## config.mk

```make
export PLATFORM = sky130hd
export DESIGN_NAME = ros2_app_top
export DESIGN_NICKNAME = d
export VERILOG_FILES = /design/src/ros2_app_pkg.sv /design/src/app_cfg_regs.sv /design/src/app_ctrl.sv /design/src/pub_msg_gen.sv /design/src/reset_sync.sv /design/src/ros2_app_top.sv /design/src/sub_msg_buffer.sv
export SDC_FILE = /design/constraint.sdc
export NUM_CORES = 1
export LEC_CHECK = 0
export ABC_CLOCK_PERIOD_IN_PS = 3700
export BUFFER_PORTS_ARGS = -buffer_cell sky130_fd_sc_hd__buf_2
export CAP_MARGIN = 20
export CORE_MARGIN = 1.5
export CORE_UTILIZATION = 45
export DETAILED_ROUTE_END_ITERATION = 16
export HOLD_SLACK_MARGIN = 0.1
export PLACE_DENSITY = 0.7
export SYNTH_ARGS = -nofsm -noshare
export SYNTH_HDL_FRONTEND = slang
export SYNTH_SLANG_ARGS = --single-unit
```

## constraint.sdc

```tcl
create_clock -name clk_int -period 3.7 [get_ports clk_int]
set_input_delay 0.37 -clock clk_int [delete_from_list [all_inputs] [get_ports clk_int]]
set_output_delay 0.37 -clock clk_int [all_outputs]
set_load 0.05 [all_outputs]
```

## src/ros2_app_pkg.sv

```systemverilog
// Shared constants, packed structs and AXI4-Lite channel types
// for the ROS 2 application node
package ros2_app_pkg;

    localparam int MAX_APP_DATA_LEN = 64;
    localparam int PUB_TEXT_LEN     = 16;

    localparam logic [8*PUB_TEXT_LEN-1:0] PUB_TEXT = "Hello from FPGA ";
    localparam logic [7:0] PUB_STRLEN = 8'd17;
    localparam logic [7:0] PUB_LEN    = 8'd21;

    // Register map
    localparam logic [7:0] REG_CTRL    = 8'h00;
    localparam logic [7:0] REG_PERIOD  = 8'h04;
    localparam logic [7:0] REG_STATUS  = 8'h08;
    localparam logic [7:0] REG_SUB_LEN = 8'h0C;
    localparam logic [7:0] BUF_BASE    = 8'h40;

    localparam logic [1:0] AXI_RESP_OKAY = 2'b00;

    typedef struct packed {
        logic [MAX_APP_DATA_LEN*8-1:0] data;
        logic [7:0]                    len;
    } pub_msg_t;

    typedef struct packed {
        logic       ce;
        logic       we;
        logic [5:0] addr;
        logic [7:0] wdata;
    } sub_wr_t;

    typedef struct packed {
        logic        pub_en;
        logic        sub_en;
        logic [31:0] period;
    } app_cfg_t;

    typedef struct packed {
        logic [15:0] pub_count;
        logic [15:0] sub_count;
        logic [7:0]  sub_len;
    } app_status_t;

    typedef struct packed {
        logic [7:0]  awaddr;
        logic        awvalid;
        logic [31:0] wdata;
        logic [3:0]  wstrb;
        logic        wvalid;
        logic        bready;
        logic [7:0]  araddr;
        logic        arvalid;
        logic        rready;
    } axil_req_t;

    typedef struct packed {
        logic        awready;
        logic        wready;
        logic [1:0]  bresp;
        logic        bvalid;
        logic        arready;
        logic [31:0] rdata;
        logic [1:0]  rresp;
        logic        rvalid;
    } axil_rsp_t;

endpackage

```

## src/app_cfg_regs.sv

```systemverilog
// AXI4-Lite register slave with control, period, status
// and a read window over the subscriber buffer
`timescale 1ns/1ns

module app_cfg_regs import ros2_app_pkg::*; #(
    parameter logic [31:0] DEFAULT_PERIOD = 32'd1_000_000
) (
    input  logic        clk_int,
    input  logic        rst_n,
    input  axil_req_t   axil_req,
    output axil_rsp_t   axil_rsp,
    output app_cfg_t    cfg,
    input  app_status_t status,
    output logic [3:0]  buf_raddr,
    input  logic [31:0] buf_rdata
);

    logic        wr_rdy;
    logic        bvalid;
    logic        ar_rdy;
    logic        buf_wait;
    logic        rvalid;
    logic [31:0] rdata;
    logic [31:0] reg_rdata;
    logic [7:0]  aw_word;
    logic [7:0]  ar_word;
    logic        ar_in_buf;
    logic        wr_go;
    logic        rd_go;

    assign aw_word   = {axil_req.awaddr[7:2], 2'b00};
    assign ar_word   = {axil_req.araddr[7:2], 2'b00};
    assign ar_in_buf = (axil_req.araddr[7:6] == BUF_BASE[7:6]);
    assign buf_raddr = axil_req.araddr[5:2];

    // Accept address and data together, one transaction at a time
    assign wr_go = axil_req.awvalid && axil_req.wvalid && !wr_rdy && !bvalid;
    assign rd_go = axil_req.arvalid && !ar_rdy && !buf_wait && !rvalid;

    always_ff @(posedge clk_int or negedge rst_n) begin
        if (!rst_n) begin
            wr_rdy     <= 1'b0;
            bvalid     <= 1'b0;
            cfg.pub_en <= 1'b0;
            cfg.sub_en <= 1'b0;
            cfg.period <= DEFAULT_PERIOD;
        end else begin
            wr_rdy <= wr_go;
            if (wr_rdy) begin
                bvalid <= 1'b1;
                case (aw_word)
                    REG_CTRL: begin
                        if (axil_req.wstrb[0]) begin
                            cfg.pub_en <= axil_req.wdata[0];
                            cfg.sub_en <= axil_req.wdata[1];
                        end
                    end
                    REG_PERIOD: begin
                        for (int b = 0; b < 4; b++) begin
                            if (axil_req.wstrb[b]) begin
                                cfg.period[8*b +: 8] <= axil_req.wdata[8*b +: 8];
                            end
                        end
                    end
                    default: ;
                endcase
            end else if (bvalid && axil_req.bready) begin
                bvalid <= 1'b0;
            end
        end
    end

    always_comb begin
        case (ar_word)
            REG_CTRL:    reg_rdata = {30'd0, cfg.sub_en, cfg.pub_en};
            REG_PERIOD:  reg_rdata = cfg.period;
            REG_STATUS:  reg_rdata = {status.sub_count, status.pub_count};
            REG_SUB_LEN: reg_rdata = {24'd0, status.sub_len};
            default:     reg_rdata = 32'd0;
        endcase
    end

    // Buffer reads wait one extra cycle for the RAM
    always_ff @(posedge clk_int or negedge rst_n) begin
        if (!rst_n) begin
            ar_rdy   <= 1'b0;
            buf_wait <= 1'b0;
            rvalid   <= 1'b0;
        end else begin
            ar_rdy <= rd_go;
            if (ar_rdy) begin
                if (ar_in_buf) begin
                    buf_wait <= 1'b1;
                end else begin
                    rvalid <= 1'b1;
                end
            end else if (buf_wait) begin
                buf_wait <= 1'b0;
                rvalid   <= 1'b1;
            end else if (rvalid && axil_req.rready) begin
                rvalid <= 1'b0;
            end
        end
    end

    always_ff @(posedge clk_int) begin
        if (ar_rdy && !ar_in_buf) begin
            rdata <= reg_rdata;
        end else if (buf_wait) begin
            rdata <= buf_rdata;
        end
    end

    always_comb begin
        axil_rsp.awready = wr_rdy;
        axil_rsp.wready  = wr_rdy;
        axil_rsp.bresp   = AXI_RESP_OKAY;
        axil_rsp.bvalid  = bvalid;
        axil_rsp.arready = ar_rdy;
        axil_rsp.rdata   = rdata;
        axil_rsp.rresp   = AXI_RESP_OKAY;
        axil_rsp.rvalid  = rvalid;
    end

    a_bvalid_hold: assert property (@(posedge clk_int) disable iff (!rst_n)
        bvalid && !axil_req.bready |=> bvalid);

endmodule

```

## src/app_ctrl.sv

```systemverilog
// Publish timer with req/grant/rel sequencing, subscriber gate
// and the status counters
`timescale 1ns/1ns

module app_ctrl import ros2_app_pkg::*; (
    input  logic        clk_int,
    input  logic        rst_n,
    input  app_cfg_t    cfg,
    input  logic        pub_grant,
    output logic        pub_req,
    output logic        pub_rel,
    output logic        advance,
    input  logic        sub_recv,
    input  logic [7:0]  sub_len,
    output logic        sub_open,
    output app_status_t status
);

    typedef enum logic [1:0] {
        ST_IDLE,
        ST_REQ,
        ST_REL
    } state_t;

    state_t      state;
    logic [31:0] tmr;
    logic        tmr_loaded;
    logic [15:0] pub_cnt;
    logic [15:0] sub_cnt;
    logic [7:0]  sub_len_q;

    always_ff @(posedge clk_int or negedge rst_n) begin
        if (!rst_n) begin
            state      <= ST_IDLE;
            tmr        <= 32'd0;
            tmr_loaded <= 1'b0;
            pub_cnt    <= 16'd0;
        end else begin
            case (state)
                ST_IDLE: begin
                    // First period starts once reset has gone
                    if (!tmr_loaded) begin
                        tmr        <= cfg.period;
                        tmr_loaded <= 1'b1;
                    end else if (tmr != 32'd0) begin
                        tmr <= tmr - 32'd1;
                    end else if (cfg.pub_en) begin
                        state <= ST_REQ;
                    end
                end
                ST_REQ: begin
                    if (pub_grant) begin
                        state <= ST_REL;
                    end
                end
                ST_REL: begin
                    state   <= ST_IDLE;
                    tmr     <= cfg.period;
                    pub_cnt <= pub_cnt + 16'd1;
                end
                default: state <= ST_IDLE;
            endcase
        end
    end

    assign pub_req = (state == ST_REQ);
    assign pub_rel = (state == ST_REL);
    assign advance = pub_rel;

    always_ff @(posedge clk_int or negedge rst_n) begin
        if (!rst_n) begin
            sub_open  <= 1'b0;
            sub_cnt   <= 16'd0;
            sub_len_q <= 8'd0;
        end else begin
            sub_open <= cfg.sub_en;
            if (sub_recv && sub_open) begin
                sub_cnt   <= sub_cnt + 16'd1;
                sub_len_q <= sub_len;
            end
        end
    end

    assign status = '{pub_count: pub_cnt, sub_count: sub_cnt, sub_len: sub_len_q};

    // Grant sampled high ends the request with a single release
    a_grant_rel: assert property (@(posedge clk_int) disable iff (!rst_n)
        pub_req && pub_grant |=> pub_rel && !pub_req ##1 !pub_rel);

endmodule

```

## src/pub_msg_gen.sv

```systemverilog
// Publisher payload builder with the wrapping ASCII message digit
`timescale 1ns/1ns

module pub_msg_gen import ros2_app_pkg::*; (
    input  logic     clk_int,
    input  logic     rst_n,
    input  logic     advance,
    output pub_msg_t pub_msg
);

    localparam int TEXT_BYTE  = 4;
    localparam int DIGIT_BYTE = TEXT_BYTE + PUB_TEXT_LEN;

    localparam logic [7:0] DIGIT_FIRST = "0";
    localparam logic [7:0] DIGIT_LAST  = "9";

    logic [7:0] digit;

    always_ff @(posedge clk_int or negedge rst_n) begin
        if (!rst_n) begin
            digit <= DIGIT_FIRST;
        end else if (advance) begin
            digit <= (digit == DIGIT_LAST) ? DIGIT_FIRST : digit + 8'd1;
        end
    end

    always_comb begin
        pub_msg.data = '0;

        // Length word, little endian
        pub_msg.data[7:0]   = PUB_STRLEN;
        pub_msg.data[31:8]  = 24'd0;

        // First character of the text sits in the top byte of PUB_TEXT
        for (int k = 0; k < PUB_TEXT_LEN; k++) begin
            pub_msg.data[8*(TEXT_BYTE+k) +: 8] = PUB_TEXT[8*(PUB_TEXT_LEN-1-k) +: 8];
        end

        pub_msg.data[8*DIGIT_BYTE +: 8] = digit;
        pub_msg.len = PUB_LEN;
    end

endmodule

```

## src/reset_sync.sv

```systemverilog
// Reset synchronizer for the internal clock domain
// Asserts at once, releases on the third clock edge
`timescale 1ns/1ns

module reset_sync (
    input  logic clk_int,
    input  logic rst_n,
    output logic rst_n_int
);

    logic [2:0] sync_q;

    always_ff @(posedge clk_int or negedge rst_n) begin
        if (!rst_n) begin
            sync_q <= 3'b000;
        end else begin
            sync_q <= {sync_q[1:0], 1'b1};
        end
    end

    assign rst_n_int = sync_q[2];

endmodule

```

## src/ros2_app_top.sv

```systemverilog
// Application side of the ROS 2 node: reset, registers,
// publish control, message builder and subscriber buffer
`timescale 1ns/1ns

module ros2_app_top import ros2_app_pkg::*; #(
    parameter int          BUF_DEPTH      = MAX_APP_DATA_LEN,
    parameter logic [31:0] DEFAULT_PERIOD = 32'd1_000_000
) (
    input  logic       clk_int,
    input  logic       rst_n,

    input  axil_req_t  axil_req,
    output axil_rsp_t  axil_rsp,

    output pub_msg_t   pub_msg,
    output logic       pub_req,
    output logic       pub_rel,
    input  logic       pub_grant,

    input  sub_wr_t    sub_wr,
    input  logic [7:0] sub_len,
    input  logic       sub_recv,

    output logic [3:0] leds
);

    logic        rst_n_int;
    app_cfg_t    cfg;
    app_status_t status;
    logic        advance;
    logic        sub_open;
    logic [3:0]  buf_raddr;
    logic [31:0] buf_rdata;

    reset_sync i_reset_sync (
        .clk_int   (clk_int),
        .rst_n     (rst_n),
        .rst_n_int (rst_n_int)
    );

    app_cfg_regs #(
        .DEFAULT_PERIOD (DEFAULT_PERIOD)
    ) i_app_cfg_regs (
        .clk_int   (clk_int),
        .rst_n     (rst_n_int),
        .axil_req  (axil_req),
        .axil_rsp  (axil_rsp),
        .cfg       (cfg),
        .status    (status),
        .buf_raddr (buf_raddr),
        .buf_rdata (buf_rdata)
    );

    app_ctrl i_app_ctrl (
        .clk_int   (clk_int),
        .rst_n     (rst_n_int),
        .cfg       (cfg),
        .pub_grant (pub_grant),
        .pub_req   (pub_req),
        .pub_rel   (pub_rel),
        .advance   (advance),
        .sub_recv  (sub_recv),
        .sub_len   (sub_len),
        .sub_open  (sub_open),
        .status    (status)
    );

    pub_msg_gen i_pub_msg_gen (
        .clk_int (clk_int),
        .rst_n   (rst_n_int),
        .advance (advance),
        .pub_msg (pub_msg)
    );

    sub_msg_buffer #(
        .DEPTH (BUF_DEPTH)
    ) i_sub_msg_buffer (
        .clk_int  (clk_int),
        .rst_n    (rst_n_int),
        .sub_wr   (sub_wr),
        .sub_open (sub_open),
        .raddr    (buf_raddr),
        .rdata    (buf_rdata),
        .leds     (leds)
    );

endmodule

```

## src/sub_msg_buffer.sv

```systemverilog
// Subscriber capture RAM with byte writes, word reads
// and the LED copy of byte 0
`timescale 1ns/1ns

module sub_msg_buffer import ros2_app_pkg::*; #(
    parameter int DEPTH = MAX_APP_DATA_LEN
) (
    input  logic        clk_int,
    input  logic        rst_n,
    input  sub_wr_t     sub_wr,
    input  logic        sub_open,
    input  logic [3:0]  raddr,
    output logic [31:0] rdata,
    output logic [3:0]  leds
);

    logic [7:0] mem [DEPTH];
    logic       wr_ok;
    logic [5:0] rbase;

    assign wr_ok = sub_wr.ce && sub_wr.we && sub_open;
    assign rbase = {raddr, 2'b00};

    always_ff @(posedge clk_int) begin
        if (wr_ok) begin
            mem[sub_wr.addr] <= sub_wr.wdata;
        end
    end

    // Synchronous word read, byte 0 in the low lane
    always_ff @(posedge clk_int) begin
        rdata <= {mem[rbase + 6'd3], mem[rbase + 6'd2],
                  mem[rbase + 6'd1], mem[rbase]};
    end

    always_ff @(posedge clk_int or negedge rst_n) begin
        if (!rst_n) begin
            leds <= 4'd0;
        end else if (wr_ok && sub_wr.addr == 6'd0) begin
            leds <= sub_wr.wdata[3:0];
        end
    end

    a_wr_in_range: assert property (@(posedge clk_int) disable iff (!rst_n)
        wr_ok |-> (int'(sub_wr.addr) < DEPTH));

endmodule

```

==> impl_results.md <==
- Number of vias per cell: 5.03
- Post-synth top area share: 0.514
- Syn Inst Count: 2052
- Max-cap violations: 0
- Setup_tns: 0 ns
- Final Hold Vio Count: 0
- Largest net degree at the start of global routing: 66
- Core ar.: 0.0699 mm^2
- Setup CP Type: flop to flop
- CP max-delay cell: nor4_4
- Synth Cell Area: 0.0318 mm^2
- NetSw: 5.59 mW
- Setup slack, reg-to-reg: 0.51 ns
- Avg Cell Area, Syn: 15.5 um^2
- Clock Sinks: 706
- DIE WIDTH: 269 um
- Vias in the first global route: 15.4k
- Row cnt: 97
- Synth warn: 0
- DRT iter0 DRCs: 1945
- Peak VDD IR: 0.000397 V
- Met3 usage in global routing: 0.0374
- Max incr delay on CP: 0.66 ns
- Fin nets: 2335
- Area leader, netlist: edfxtp_1
- Hold Slack: 0.119 ns
- Final instance area: 0.0344 mm^2
- Die Span Y: 269 um
- Sequential power share: 0.481
- Worst EP arrival: 3.68 ns
- Crit path time final: 3.19 ns
- Setup ws final: 0.508 ns
- Count leader, synth: edfxtp_1
- Post-synth EDFFs: 544
- Clock share of power: 0.369
- Reg area: 0.0202 mm^2
- Antenna violations before repair: 3
- Area of the multi-input gates: 0.00919 mm^2
- Grt total ovfl: 0
- H-tree depth: 3
- Initial Util: 0.454
- Startpoint types: flop
- Tcrit/Tclk final: 0.863
- GRT Resource Usage Total: 0.188
- CTS Buf Count: 73
- CP Cell Sequence: inv_1, ha_1, or4b_1, or2_1, nor4_4, nor2_1, a221o_1
- Cts hold-fix bufs: 45
- Slew @ Worst Pin: 1.05 ns
- Drt first pass iters: 5
- CTS tree: done
- Antenna diodes: 0
- Post-synthesis cell type count: 68
- Switching Fraction: 0.292
- Max FO, Critical Path: 12
- # resized after CTS: 0
- Async S/R FF share, synth: 0.184
- M1 GR Usage: 0.268
- CP top delay family: simple AND/OR/NAND/NOR gates
- RSZ-0062 raised after global routing: no
- Final GP Congestion: 0.865
- Critical Path RT: 4.19 ns
- Ports: 652
- Synth top area cells: edfxtp_1 (51%), buf_4 (12%), mux4_2 (11%)
- GR peak layer: met2
- Fmax: 0.313 GHz
- Antenna Nets Post-Route: 0
- Post-CTS Setup Inserts: 0
- Buf/Inv on CP: 1
- Gate power share: 0.150
- Placed standard-cell area: 0.0316 mm^2
- IO Port Bufs: 131
- Die area: 0.0722 mm^2
- Sequential-to-total area share from yosys stat: 0.637
- Clock latency on the worst-skew pair: 0.62 ns
- Clock Skew: 0.0222 ns
- Via count: 16.3k
- Power Total: 19.1 mW
- Max-slew violations: 0
- Rel. slew slack: 0.295
- Final HPWL DP: 45900 um
- Setup WS pre-CTS: 0.574 ns
- # setup viols final: 0
- # DRC: 0
- Critical Path Sink Type: flop
- Clock root cell: clkbuf_16
- PD cells: 556 mW/mm^2
- Worst hold-check path type: primary input to async pin
- Global-route wire length before repair: 99500 um
- GR Util met2: 0.301
- CTS Buffer Depth: 3
- Area Growth Syn to Fin: 8.30%
- LEAKAGE: 12.9 nW
- Routed wire per std cell: 21.4 um
- Drt total wl: 69300 um
- Internal power: 13.5 mW
- Fillers: 5824
- Main synth FF type: edfxtp_1
- #FFs+latches synth: 706
- Fraction of layout cells with a size suffix above 1: 0.215
- Most instantiated cells after synthesis: edfxtp_1 (544), buf_4 (523), mux4_2 (162), dfrtp_1 (121), nor2_1 (103)
- CTS clk-pin slew, worst paths: 0.06 ns
- Status: finished clean
## cells in the final DEF, fill, tap and decap left out, types with 5 or more instances in the layout
cell           instances
clkinv_1               9
a21oi_1               17
buf_12                10
a22oi_1               36
clkinv_2              10
buf_2                129
nor4_1                 9
dfstp_2                9
nor2_1               103
or3_1                  8
ha_1                   5
nor2b_1                6
clkbuf_16             75
nand2_1               86
nand2b_1               5
nand3b_1               6
a31oi_1                5
xor2_1                 8
mux4_2               162
clkbuf_8               7
o21ai_0               49
mux2_2                54
and3_1                 8
dlygate4sd3_1         45
dfxtp_1               32
nor3_1                15
and2_1                 6
xnor2_1               25
edfxtp_1             544
buf_4                 19
o31ai_1               17
clkbuf_1              25
inv_1                  9
dfrtp_1              120
nand4_1                9
conb_1               517
nand3_1               21
or4_1                  5
## metrics by stage
stage / std cells / util
floorplan: 2567 / -
global placement: 3061 / 0.452
detailed placement: 3061 / 0.452
CTS: 3240 / 0.491
global route: 3244 / 0.492
finish: 3244 / 0.492
## path summary, 6_finish.rpt
kind | cells after the start | endpoint | startpoint
min | 2 | i_reset_sync.sync_q[0] | rst_n
max | 7 | i_app_ctrl.tmr[23] | i_app_ctrl.tmr[0]
max in group asynchronous | 1 | i_pub_msg_gen.digit[5] | i_reset_sync.sync_q[2]
min in group clk_int | 1 | i_sub_msg_buffer.mem[33][6] | sub_wr[6]
max reg2reg | 7 | i_app_ctrl.tmr[23] | i_app_ctrl.tmr[0]
min reg2reg | 0 | i_reset_sync.sync_q[2] | i_reset_sync.sync_q[1]
## power by group through the flow
stage | Combinational (mW) | Sequential, mW | Clock, mW
final | 2.87 | 9.21 | 7.05
after global routing | 3.06 | 9.24 | 7.46
after CTS | 2.85 | 9.21 | 7.17
after detailed placement | 2.80 | 9.37 | 0
after global placement | 2.76 | 9.35 | 0
after floorplan | 2.44 | 9.53 | 0
## per-layer routing
layer / vias to the layer above / wire length (um)
li1: 7030 / -
met1: 8364 / 28100
met2: 846 / 33800
met3: 79 / 6500
met4: 0 / 963
met5: - / 0
## final cells by class
class | instances | share of cell area
clock buffers | 106 | 0.0597
clock inverters | 28 | 0.00684
inverters | 9 | 0.000982
multi-input cells | 1251 | 0.267
flip-flops and latches | 706 | 0.589
well taps | 940 | 0.0342
repair buffers | 204 | 0.0422
## kinds of logic (layout without fill, tap and decap cells)
kind of cell	Yosys count	count (layout)	synth area share
AO/OA/AOI/OAI	175	175	0.0373
XOR/XNOR	33	33	0.00910
adder cells (fa/ha/maj)	5	5	0.00197
buffers and inverters	610	347	0.134
flip-flops	706	706	0.637
multiplexers	216	216	0.134
other	2	517	0.000237
AND/OR/NAND/NOR	305	305	0.0456
## registers in the layout (all words and copies together), names as in the netlist, 2 cells and up
signal	cells
i_app_ctrl.pub_cnt	16
i_sub_msg_buffer.leds	4
i_reset_sync.sync_q	3
i_sub_msg_buffer.mem	512
i_app_cfg_regs.rdata	32
i_app_ctrl.sub_len_q	8
i_app_ctrl.tmr	32
i_app_ctrl.state	2
i_pub_msg_gen.digit	8
i_app_ctrl.sub_cnt	16
i_app_cfg_regs.cfg	34
i_sub_msg_buffer.rdata	32
Note: power is estimated with default switching activity, not from simulation.
